File: config.mk
export PLATFORM = sky130hd
export DESIGN_NAME = bus_arbiter
export DESIGN_NICKNAME = d
export VERILOG_FILES = /design/src/hw/axi_bus_pkg.sv /design/src/hw/bus_arbiter.sv
export SDC_FILE = /design/constraint.sdc
export NUM_CORES = 1
export LEC_CHECK = 0
export ABC_AREA = 1
export BUFFER_PORTS_ARGS = -buffer_cell sky130_fd_sc_hd__buf_2
export CORE_AREA = 10 10 164 166
export CTS_BUF_LIST = sky130_fd_sc_hd__clkbuf_4 sky130_fd_sc_hd__clkbuf_8
export CTS_CLUSTER_SIZE = 40
export DETAILED_ROUTE_END_ITERATION = 10
export DIE_AREA = 0 0 174 176
export GPL_ROUTABILITY_DRIVEN = 0
export PLACE_DENSITY = 0.44
export SYNTH_ARGS = -nofsm -noshare
export SYNTH_HDL_FRONTEND = slang
export SYNTH_SLANG_ARGS = --single-unit
File: constraint.sdc
create_clock -name clk -period 2.1 [get_ports clk]
set_input_delay 0.315 -clock clk [delete_from_list [all_inputs] [get_ports clk]]
set_output_delay 0.315 -clock clk [all_outputs]
set_load 0.005 [all_outputs]
File: src/hw/axi_bus_pkg.sv
package axi_bus_pkg;

    // ========================================
    // bus widths
    // ========================================
    localparam int ADDR_WIDTH = 32;
    localparam int DATA_WIDTH = 32;
    localparam int STRB_WIDTH = DATA_WIDTH / 8;

    // config port.
    localparam int CFG_ADDR_WIDTH = 2;
    localparam int CNT_WIDTH      = 16;

    localparam logic [CFG_ADDR_WIDTH-1:0] CFG_PRIO    = 2'd0;
    localparam logic [CFG_ADDR_WIDTH-1:0] CFG_IFU_CNT = 2'd1;
    localparam logic [CFG_ADDR_WIDTH-1:0] CFG_LSU_CNT = 2'd2;

    // ========================================
    // encodings
    // ========================================
    typedef enum logic [1:0] {
        RESP_OKAY   = 2'b00,
        RESP_SLVERR = 2'b10
    } axi_resp_e;

    typedef enum logic [1:0] {
        GRANT_IDLE = 2'd0,
        GRANT_IFU  = 2'd1,
        GRANT_LSU  = 2'd2
    } grant_e;

    // ========================================
    // channel bundles
    // ========================================
    typedef struct packed {
        logic [ADDR_WIDTH-1:0] aw_addr;
        logic                  aw_valid;
        logic [DATA_WIDTH-1:0] w_data;
        logic [STRB_WIDTH-1:0] w_strb;
        logic                  w_valid;
        logic                  b_ready;
        logic [ADDR_WIDTH-1:0] ar_addr;
        logic                  ar_valid;
        logic                  r_ready;
    } axi_req_t;

    typedef struct packed {
        logic                  aw_ready;
        logic                  w_ready;
        axi_resp_e             b_resp;
        logic                  b_valid;
        logic                  ar_ready;
        logic [DATA_WIDTH-1:0] r_data;
        axi_resp_e             r_resp;
        logic                  r_valid;
    } axi_rsp_t;

endpackage

File: src/hw/bus_arbiter.sv
`timescale 1ns/10ps

module bus_arbiter (
    input  logic                  clk,
    input  logic                  rst_n,

    // masters.
    input  axi_bus_pkg::axi_req_t ifu_req,
    output axi_bus_pkg::axi_rsp_t ifu_rsp,
    input  axi_bus_pkg::axi_req_t lsu_req,
    output axi_bus_pkg::axi_rsp_t lsu_rsp,

    // single slave.
    output axi_bus_pkg::axi_req_t slv_req,
    input  axi_bus_pkg::axi_rsp_t slv_rsp,

    input  logic                  prio_ifu,
    output logic                  ifu_done,
    output logic                  lsu_done
);
    import axi_bus_pkg::*;

    grant_e grant_q;
    grant_e grant_d;
    logic   ifu_busy;
    logic   lsu_busy;
    logic   rsp_done;

    // a master wants the bus while any address or data channel is valid.
    assign ifu_busy = ifu_req.ar_valid | ifu_req.aw_valid | ifu_req.w_valid;
    assign lsu_busy = lsu_req.ar_valid | lsu_req.aw_valid | lsu_req.w_valid;

    // response handshake at the slave ends the transaction.
    assign rsp_done = (slv_rsp.r_valid & slv_req.r_ready)
                    | (slv_rsp.b_valid & slv_req.b_ready);

    // ========================================
    // grant FSM
    // ========================================
    always_comb begin
        grant_d = grant_q;
        unique case (grant_q)
            GRANT_IDLE: begin
                if (ifu_busy && (prio_ifu || !lsu_busy)) begin
                    grant_d = GRANT_IFU;
                end else if (lsu_busy) begin
                    grant_d = GRANT_LSU;
                end
            end
            GRANT_IFU: begin
                if (rsp_done) begin
                    if (lsu_busy) begin
                        grant_d = GRANT_LSU;    // alternate.
                    end else if (!ifu_busy) begin
                        grant_d = GRANT_IDLE;
                    end
                end
            end
            GRANT_LSU: begin
                if (rsp_done) begin
                    if (ifu_busy) begin
                        grant_d = GRANT_IFU;
                    end else if (!lsu_busy) begin
                        grant_d = GRANT_IDLE;
                    end
                end
            end
            default: begin
                grant_d = GRANT_IDLE;
            end
        endcase
    end

    always_ff @(posedge clk) begin
        if (!rst_n) begin
            grant_q <= GRANT_IDLE;
        end else begin
            grant_q <= grant_d;
        end
    end

    // ========================================
    // channel mux
    // ========================================
    always_comb begin
        unique case (grant_q)
            GRANT_IFU: slv_req = ifu_req;
            GRANT_LSU: slv_req = lsu_req;
            default:   slv_req = '0;    // nothing reaches the slave when idle.
        endcase
    end

    // loser sees every ready and valid low.
    always_comb begin
        ifu_rsp = '0;
        lsu_rsp = '0;
        if (grant_q == GRANT_IFU) begin
            ifu_rsp = slv_rsp;
        end
        if (grant_q == GRANT_LSU) begin
            lsu_rsp = slv_rsp;
        end
    end

    assign ifu_done = rsp_done & (grant_q == GRANT_IFU);
    assign lsu_done = rsp_done & (grant_q == GRANT_LSU);

endmodule

==> metrics.txt <==
synth unique cells 14; I/O pin cnt ~440; Worst R2R Path Depth 11; Req. time, crit path 1.78 ns; first-pass GRT wire length around 28 mm; static leakage between 3 and 4 nW; vias in the first global route around 4800; clock root buffer clkbuf_8; die area just over 30000 sq um; vias per inst between 3 and 4; Synth area leaders nand2_1, a21oi_1, inv_1, buf_2, ha_1; Max clock buf depth 2; Int Pwr approximately 2.2 mW; FF-to-FF End grant_q[0]$_SDFFE_PN0P_; Post-DP HPWL approximately 17 mm; # fillers between 2000 and 3000; share of cells above drive strength 1 about half; clk_lat worst skew 0.21 ns; peak fanout along the critical path 39; commonest cells after routing, fill and taps aside buf_2, nand2_1, a21oi_1, inv_1, buf_4; Slew @ Worst Pin roughly 0.38 ns; RSZ-0062 raised after global routing false; Sw Share between 50% and 60%; Starting DRT DRC Count around 230; outcome finished, final reports clean; Fin. Hold Viols 0; hold-critical path depth 3; fin crit share a little over nine tenths; final wirelength around 19 mm; drt drc 0; Power Dens Cells between 1000 and 1500 nW/um^2; share of the synthesized area in the top cell type between 40% and 50%; Reg2Reg Launch Point grant_q[1]$_SDFFE_PN0P_; register-to-register setup slack ~0.44 ns; VDD IR max ~0.84 mV; largest net degree at the start of global routing 72; Worst Setup SP grant_q[1]$_SDFFE_PN0P_; kind of critical path reg -> out; via count ~5000; HP Start rst_n; drt pass-1 iters 5; grt ovf 0; Syn-to-layout area delta 114%; Hold EP grant_q[0]$_SDFFE_PN0P_; Synth Area per Inst 4.21 sq um; final setup skew 0.00192 ns; Total GRT Usage ~11%; Worst setup SP type flip-flop; Psw approximately 3.2 mW; H-tree depth 1; final setup fails 0; Final nets between 1000 and 1500; crit end category primary output; overall power 5.38 mW; worst min path class in -> reg; Final Max Slew Viols 0; die width between 150 and 200 um; placed cell areas between 5000 and 6000 sq um; post-synthesis cell count 576; largest reg by FF count grant_q; Finished Cell Area slightly above 5000 sq um; max reg flops 2; CTS tree yes; combinational share of power a little over nine tenths; Worst-path clk slew about 0.03 ns; initial antenna violation count 0; Top Registers grant_q (2); sequential cell area fraction in the yosys report about 1.7%; total CTS buffers 3; Starting Density about 10%; Clk network pwr share around 2.8%; Cell Area, Synth ~2400 sq um; num rows 57; Yosys warnings 0; TNS Setup 0 ns; die extent in y ~180 um; max_slew headroom 74.7%; number of synthesized register bits 2; syn_nets approximately 830; FMAX roughly 0.5 GHz; Tmin final ~2.0 ns; post-synth top area cell nand2_1; max-cap check violation count 0; ant diodes 0; crit path DAT 1.65 ns; Wirelength per Cell ~15 um; Sink Count 2; core area 23800 sq um; Port Buf Inserts about 440; sequential power share ~1.5%; commonest non-fill, non-tap cell in the layout buf_2; post-route ant nets 0
how the worst max path moves through the flow:
stage | slack, ns | depth (start not counted) | end
after floorplan | 0.43 | 6 | slv_req[41]
after global placement | 0.14 | 6 | slv_req[52]
after detailed placement | 0.15 | 6 | slv_req[39]
after CTS | 0.04 | 6 | slv_req[21]
after global routing | 0.0004 | 7 | slv_req[101]
final | 0.13 | 7 | slv_req[73]
logic make-up after synthesis:
logic type	share of synthesized area, %
compound gates	22.0
fa+ha+maj	2.06
buf+inv	23.2
flops	1.65
simple gates	51.0
metal layers:
| layer | global-route usage [%] | vias up | part of all wire (%) |
|---|---|---|---|
| li1 | - | 2550 | - |
| met1 | 12.9 | 2112 | 38 |
| met2 | 21.2 | 256 | 52 |
| met3 | 2.65 | 10 | 8.5 |
| met4 | 0.962 | 0 | 0.67 |
| met5 | 0 | - | 0 |
stage by stage:
| step | worst slack [ns] | std cells | utilization [%] | hold WS [ns] |
|---|---|---|---|---|
| 2_1_floorplan | 0.429 | 576 | - | 0.436 |
| 3_3_place_gp | 0.143 | 1315 | 21.2 | 0.562 |
| 3_5_place_dp | 0.152 | 1315 | 21.2 | 0.564 |
| 4_1_cts | 0.0388 | 1318 | 21.4 | 0.348 |
| 5_1_grt | 0.000429 | 1320 | 21.7 | 0.364 |
| 6_report | 0.131 | 1320 | 21.7 | 0.348 |
worst max-delay path, cell delays in order (launching register included):
cell     delay (ns)
dfxtp_1        0.29
inv_1          0.14
ha_4           0.23
buf_12         0.13
buf_12         0.19
nand2_1        0.12
a21oi_1        0.17
buf_2          0.14
synthesized netlist by cell type:
cell / instances
a21oi_1: 105
nand4_1: 1
inv_1: 93
nor2_1: 8
buf_2: 30
clkbuf_1: 5
inv_2: 1
buf_4: 3
nand2_1: 312
ha_1: 4
a21oi_2: 1
nand3_1: 6
buf_1: 5
dfxtp_1: 2
power groups by stage:
stage               clock network, mW  registers, mW  logic (mW)
floorplan                           0         0.0753        2.71
global placement                    0         0.0792        5.08
detailed placement                  0         0.0793        5.04
CTS                             0.155         0.0810        5.08
global route                    0.158         0.0888        5.78
finish                          0.149         0.0819        5.14
what timing repair did:
action / 4_1_cts / 5_1_grt
hold buffers: 0 / 0
setup buffers: 0 / 2
resized for setup: 4 / 9
cloned: 0 / 0
pin swaps: 0 / 1
endpoints found under the setup margin: 9 / 34
final cells by class:
cell class              count  area, sq um  share of cell area, %
inverters                  94          354                   6.84
flip-flops and latches      2         41.3                  0.797
repair buffers            460         2440                   47.2
well taps                 324          405                   7.83
multi-input cells         437         1890                   36.6
clock buffers               3         41.3                  0.797
Note: power is estimated with default switching activity, not from simulation.
