`config.mk`:
```
export PLATFORM = sky130hd
export DESIGN_NAME = arb_config_regs
export DESIGN_NICKNAME = d
export VERILOG_FILES = /design/src/hw/axi_bus_pkg.sv /design/src/hw/arb_config_regs.sv
export SDC_FILE = /design/constraint.sdc
export NUM_CORES = 1
export LEC_CHECK = 0
export BUFFER_PORTS_ARGS = -buffer_cell sky130_fd_sc_hd__buf_2
export CAP_MARGIN = 20
export CORE_MARGIN = 2
export CORE_UTILIZATION = 40
export CTS_CLUSTER_DIAMETER = 80
export DETAILED_ROUTE_END_ITERATION = 10
export GPL_TIMING_DRIVEN = 0
export HOLD_SLACK_MARGIN = 0.1
export PLACE_DENSITY = 0.68
export SKIP_CTS_REPAIR_TIMING = 1
export SYNTH_ARGS = -nofsm -noshare
export SYNTH_HDL_FRONTEND = slang
export SYNTH_SLANG_ARGS = --single-unit
```
`constraint.sdc`:
```
create_clock -name clk -period 4.85 [get_ports clk]
set_input_delay 1.455 -clock clk [delete_from_list [all_inputs] [get_ports clk]]
set_output_delay 1.455 -clock clk [all_outputs]
set_load 0.03 [all_outputs]
```
`src/hw/axi_bus_pkg.sv`:
```
package axi_bus_pkg;

    // ========================================
    // bus widths
    // ========================================
    localparam int ADDR_WIDTH = 32;
    localparam int DATA_WIDTH = 32;
    localparam int STRB_WIDTH = DATA_WIDTH / 8;

    // config port.
    localparam int CFG_ADDR_WIDTH = 2;
    localparam int CNT_WIDTH      = 16;

    localparam logic [CFG_ADDR_WIDTH-1:0] CFG_PRIO    = 2'd0;
    localparam logic [CFG_ADDR_WIDTH-1:0] CFG_IFU_CNT = 2'd1;
    localparam logic [CFG_ADDR_WIDTH-1:0] CFG_LSU_CNT = 2'd2;

    // ========================================
    // encodings
    // ========================================
    typedef enum logic [1:0] {
        RESP_OKAY   = 2'b00,
        RESP_SLVERR = 2'b10
    } axi_resp_e;

    typedef enum logic [1:0] {
        GRANT_IDLE = 2'd0,
        GRANT_IFU  = 2'd1,
        GRANT_LSU  = 2'd2
    } grant_e;

    // ========================================
    // channel bundles
    // ========================================
    typedef struct packed {
        logic [ADDR_WIDTH-1:0] aw_addr;
        logic                  aw_valid;
        logic [DATA_WIDTH-1:0] w_data;
        logic [STRB_WIDTH-1:0] w_strb;
        logic                  w_valid;
        logic                  b_ready;
        logic [ADDR_WIDTH-1:0] ar_addr;
        logic                  ar_valid;
        logic                  r_ready;
    } axi_req_t;

    typedef struct packed {
        logic                  aw_ready;
        logic                  w_ready;
        axi_resp_e             b_resp;
        logic                  b_valid;
        logic                  ar_ready;
        logic [DATA_WIDTH-1:0] r_data;
        axi_resp_e             r_resp;
        logic                  r_valid;
    } axi_rsp_t;

endpackage

```
`src/hw/arb_config_regs.sv`:
```
`timescale 1ns/10ps

module arb_config_regs (
    input  logic                                   clk,
    input  logic                                   rst_n,
    input  logic                                   cfg_we,
    input  logic [axi_bus_pkg::CFG_ADDR_WIDTH-1:0] cfg_addr,
    input  logic [axi_bus_pkg::DATA_WIDTH-1:0]     cfg_wdata,
    output logic [axi_bus_pkg::DATA_WIDTH-1:0]     cfg_rdata,
    input  logic                                   ifu_done,
    input  logic                                   lsu_done,
    output logic                                   prio_ifu
);
    import axi_bus_pkg::*;

    logic [CNT_WIDTH-1:0] ifu_cnt_q;
    logic [CNT_WIDTH-1:0] lsu_cnt_q;

    // the LSU wins ties while this is 0.
    always_ff @(posedge clk) begin
        if (!rst_n) begin
            prio_ifu <= 1'b0;
        end else if (cfg_we && cfg_addr == CFG_PRIO) begin
            prio_ifu <= cfg_wdata[0];
        end
    end

    // ========================================
    // completion counters
    // ========================================
    always_ff @(posedge clk) begin
        if (!rst_n) begin
            ifu_cnt_q <= '0;
            lsu_cnt_q <= '0;
        end else begin
            if (cfg_we && cfg_addr == CFG_IFU_CNT) begin
                ifu_cnt_q <= '0;                    // clear beats a count.
            end else if (ifu_done) begin
                ifu_cnt_q <= ifu_cnt_q + 1'b1;
            end
            if (cfg_we && cfg_addr == CFG_LSU_CNT) begin
                lsu_cnt_q <= '0;
            end else if (lsu_done) begin
                lsu_cnt_q <= lsu_cnt_q + 1'b1;
            end
        end
    end

    // combinational read port.
    always_comb begin
        unique case (cfg_addr)
            CFG_PRIO:    cfg_rdata = DATA_WIDTH'(prio_ifu);
            CFG_IFU_CNT: cfg_rdata = DATA_WIDTH'(ifu_cnt_q);
            CFG_LSU_CNT: cfg_rdata = DATA_WIDTH'(lsu_cnt_q);
            default:     cfg_rdata = '0;
        endcase
    end

endmodule

```
==> results.md <==
* Status: complete, no violations
* IR drop worst, VDD at ~0.19 mV
* Max-slew violations at 0
* Total Nets Final at 292
* CTS max path bufs at 2
* Critical Path Start Type: input port
* Capture point of the critical path: cfg_rdata[6]
* Depth of the CTS H-tree at 2
* Final setup violating endpoints at 0
* CTS Root Cell: sky130_fd_sc_hd__clkbuf_8
* Post-synthesis register bit count at 33
* Largest net degree at the start of global routing at 11
* Leftover overflow at the end of global routing at 0
* Type of the worst min-delay path: flop to flop
* Clock transition at the registers of the reported paths at 0.06 ns
* Buffers added on ports at 23
* Post-synthesis compound-gate area fraction at 0.0939
* Number of global-route vias before repair at 1250
* Drt wl/cell at between 10 and 15 µm
* Kind of end point of the critical path: output port
* Antenna violations before repair at 0
* Cts bufs inserted at 5
* Fin Setup TNS at 0 ns
* Count of antenna diodes in the layout at 0
* Post-Syn Instances at slightly above 200
* Crit path max fanout at 10
* Xor and xnor fraction of the mapped netlist area at 0.141
* Reg-to-reg endpoint: lsu_cnt_q[14]
* Total power density per cell area at approximately 260 mW/mm²
* Number of placed instances, taps included at around 300
* Post-Route WL at about 3.5 mm
* DRC violations left at 0
* Area of the die at between 0.004 and 0.005 mm²
* Vias per cell at ~4.7
* Wire length of the first global-routing pass at 5.76 mm
* Reported leakage power at ~0.00085 µW
* Average cell area after synthesis at 8.47 µm²
* Setup CP Type: input port to output port
* Half-perimeter wire length after placement at approximately 2.7 mm
* Top flip-flop cell by instance count after synthesis: sky130_fd_sc_hd__dfxtp_1
* Fin crit period at approximately 4.2 ns
* Hold Fails Final Rpt at 0
* Post-synthesis simple-gate area fraction at 0.261
* Largest family of logic cells by synthesized area: simple AND/OR/NAND/NOR gates
* Die Width at around 70 µm
* Initial Utilization at 0.409
* Remaining antenna violation count at 0
* Placeable core region at ~0.0043 mm²
* Beginning of the critical path: cfg_addr[0]
* Fraction of layout instances using a drive strength above 1 at 0.206
* Multiplexer area fraction after synthesis at 0.0172
* Final worst-path cycle share at 0.867
* Y dimension of the die at 70.1 µm
* Number of flops mapped to enable cells by yosys at 0
* Worst Setup Slack post-DPL at 0.633 ns
* Io pins at 72
* Data required, critical path at 3.39 ns
* Max-capacitance violation count at 0
* CTS sink count at 33
* Fraction of registers with async set/reset at 0
* Synth warnings at 0
* Final cell utilization of the core at 0.484
* Setup slack of the critical path after layout at approximately 0.64 ns
* Global router's overall resource usage at 0.152
* Peak Freq at about 240 MHz
* Share of synthesized area occupied by flip-flops and latches at 0.378
* Clock latency of the later-clocked register in the worst-skew pair at 0.29 ns
* Critical path data arrival time at about 2.8 ns
* Synthesized-area fraction occupied by adder cells at 0.0143
* Count of standard-cell rows at 24
* Synthesis-to-finish area growth at 18.3%
* Starting DRT DRC Count at 34
* Synth cell types at 26
* Setup repair after global routing missed its margin: no
* Setup slack, reg-to-reg at between 3 and 4 ns
* TritonCTS clock tree: built
* Number of cells traversed by the worst register-to-register path at 5
* Final instance count without filler cells at approximately 300
* Clock Skews at ~0.003 ns
* Worst Hold Launch: prio_ifu
* Final weighted congestion in routability-driven placement at around 0.80
* Mapped Area at around 0.0017 mm²
* Detailed-route via count at roughly 1400
* Number of iterations in the first detailed-routing pass at 4
* Reg-to-reg critical path startpoint: lsu_cnt_q[0]
[cell usage in the layout (no fill, tap or decap)]
cell                       instances
sky130_fd_sc_hd__a21oi_1           2
sky130_fd_sc_hd__nor2b_1           2
sky130_fd_sc_hd__nor3_1            7
sky130_fd_sc_hd__and4_1            2
sky130_fd_sc_hd__buf_2            26
sky130_fd_sc_hd__nand4_1           7
sky130_fd_sc_hd__ha_1              2
sky130_fd_sc_hd__nand4_2           3
sky130_fd_sc_hd__or3_1             2
sky130_fd_sc_hd__and3_1            1
sky130_fd_sc_hd__a21boi_0          1
sky130_fd_sc_hd__clkbuf_1          5
sky130_fd_sc_hd__xor2_1            8
sky130_fd_sc_hd__o21ai_0           3
sky130_fd_sc_hd__clkbuf_8          5
sky130_fd_sc_hd__buf_4            16
sky130_fd_sc_hd__nand2_1          16
sky130_fd_sc_hd__conb_1           16
sky130_fd_sc_hd__nor2_1           33
sky130_fd_sc_hd__or2_0             1
sky130_fd_sc_hd__nand3_1          10
sky130_fd_sc_hd__nor4_1            8
sky130_fd_sc_hd__inv_1             3
sky130_fd_sc_hd__clkinv_2          2
sky130_fd_sc_hd__xnor2_1          20
sky130_fd_sc_hd__dfxtp_1          33
sky130_fd_sc_hd__mux2i_1           3
sky130_fd_sc_hd__a22o_1           15
[logic make-up (layout without fill, tap and decap cells)]
logic type | Yosys count | count (layout)
AND/OR/NAND/NOR | 92 | 92
flip-flops | 33 | 33
XOR/XNOR | 28 | 28
buffers and inverters | 26 | 57
AO/OA/AOI/OAI | 21 | 21
multiplexers | 3 | 3
adder cells (fa/ha/maj) | 2 | 2
other | 1 | 16
[flip-flops by register name (all words and copies together), names as in the netlist]
name,flops
ifu_cnt_q,16
lsu_cnt_q,16
prio_ifu,1
[worst min path at each step]
stage               cells past startpoint            end
global placement                        2  ifu_cnt_q[15]
global route                            2       prio_ifu
CTS                                     2       prio_ifu
finish                                  2       prio_ifu
floorplan                               2  ifu_cnt_q[15]
detailed placement                      2       prio_ifu
[cells in the mapped netlist, types with 4 or more instances]
| cell | number | area share |
|---|---|---|
| sky130_fd_sc_hd__a22o_1 | 15 | 0.075 |
| sky130_fd_sc_hd__xnor2_1 | 20 | 0.10 |
| sky130_fd_sc_hd__xor2_1 | 8 | 0.040 |
| sky130_fd_sc_hd__nor4_1 | 8 | 0.029 |
| sky130_fd_sc_hd__nor2_1 | 33 | 0.071 |
| sky130_fd_sc_hd__clkbuf_1 | 4 | 0.0086 |
| sky130_fd_sc_hd__nand3_1 | 10 | 0.029 |
| sky130_fd_sc_hd__nand4_1 | 7 | 0.025 |
| sky130_fd_sc_hd__buf_4 | 16 | 0.069 |
| sky130_fd_sc_hd__nor3_1 | 7 | 0.020 |
| sky130_fd_sc_hd__nand2_1 | 16 | 0.034 |
| sky130_fd_sc_hd__dfxtp_1 | 33 | 0.38 |
[worst max-delay path, cell delays in order]
cell and delay, ns:
sky130_fd_sc_hd__buf_2 0.10, sky130_fd_sc_hd__nor2b_1 0.12, sky130_fd_sc_hd__clkbuf_1 0.29, sky130_fd_sc_hd__clkbuf_1 0.37, sky130_fd_sc_hd__a22o_1 0.21, sky130_fd_sc_hd__buf_2 0.20
[metal layers]
layer,vias up,track usage,part of all wire
li1,776,-,-
met1,639,0.178,0.45
met2,20,0.250,0.50
met3,7,0.0491,0.034
met4,0,0.0726,0.019
met5,-,0,0
[through the flow]
stage               power [µW]  area [µm²]  hold WS, ns
CTS                        541        2060        0.489
detailed placement         342        1980        0.480
global placement           341        1980        0.468
finish                     536        2060        0.483
global route               560        2060        0.524
floorplan                  331        1800        0.458
[layout make-up]
| cell class | count | area (µm²) |
|---|---|---|
| Buffer | 23 | 150 |
| Clock buffer | 6 | 72.6 |
| Clock inverter | 2 | 10.0 |
| Fill cell | 426 | 2200 |
| Inverter | 3 | 11.3 |
| Multi-Input combinational cell | 162 | 980 |
| Sequential cell | 33 | 661 |
| Tap cell | 52 | 65.1 |
| Timing Repair Buffer | 23 | 115 |
[report_power, final]
part           switching (µW)  internal (µW)
Clock                     101           99.3
Sequential               4.33            274
Combinational            37.5           19.4
(Power assumes the default switching activity.)
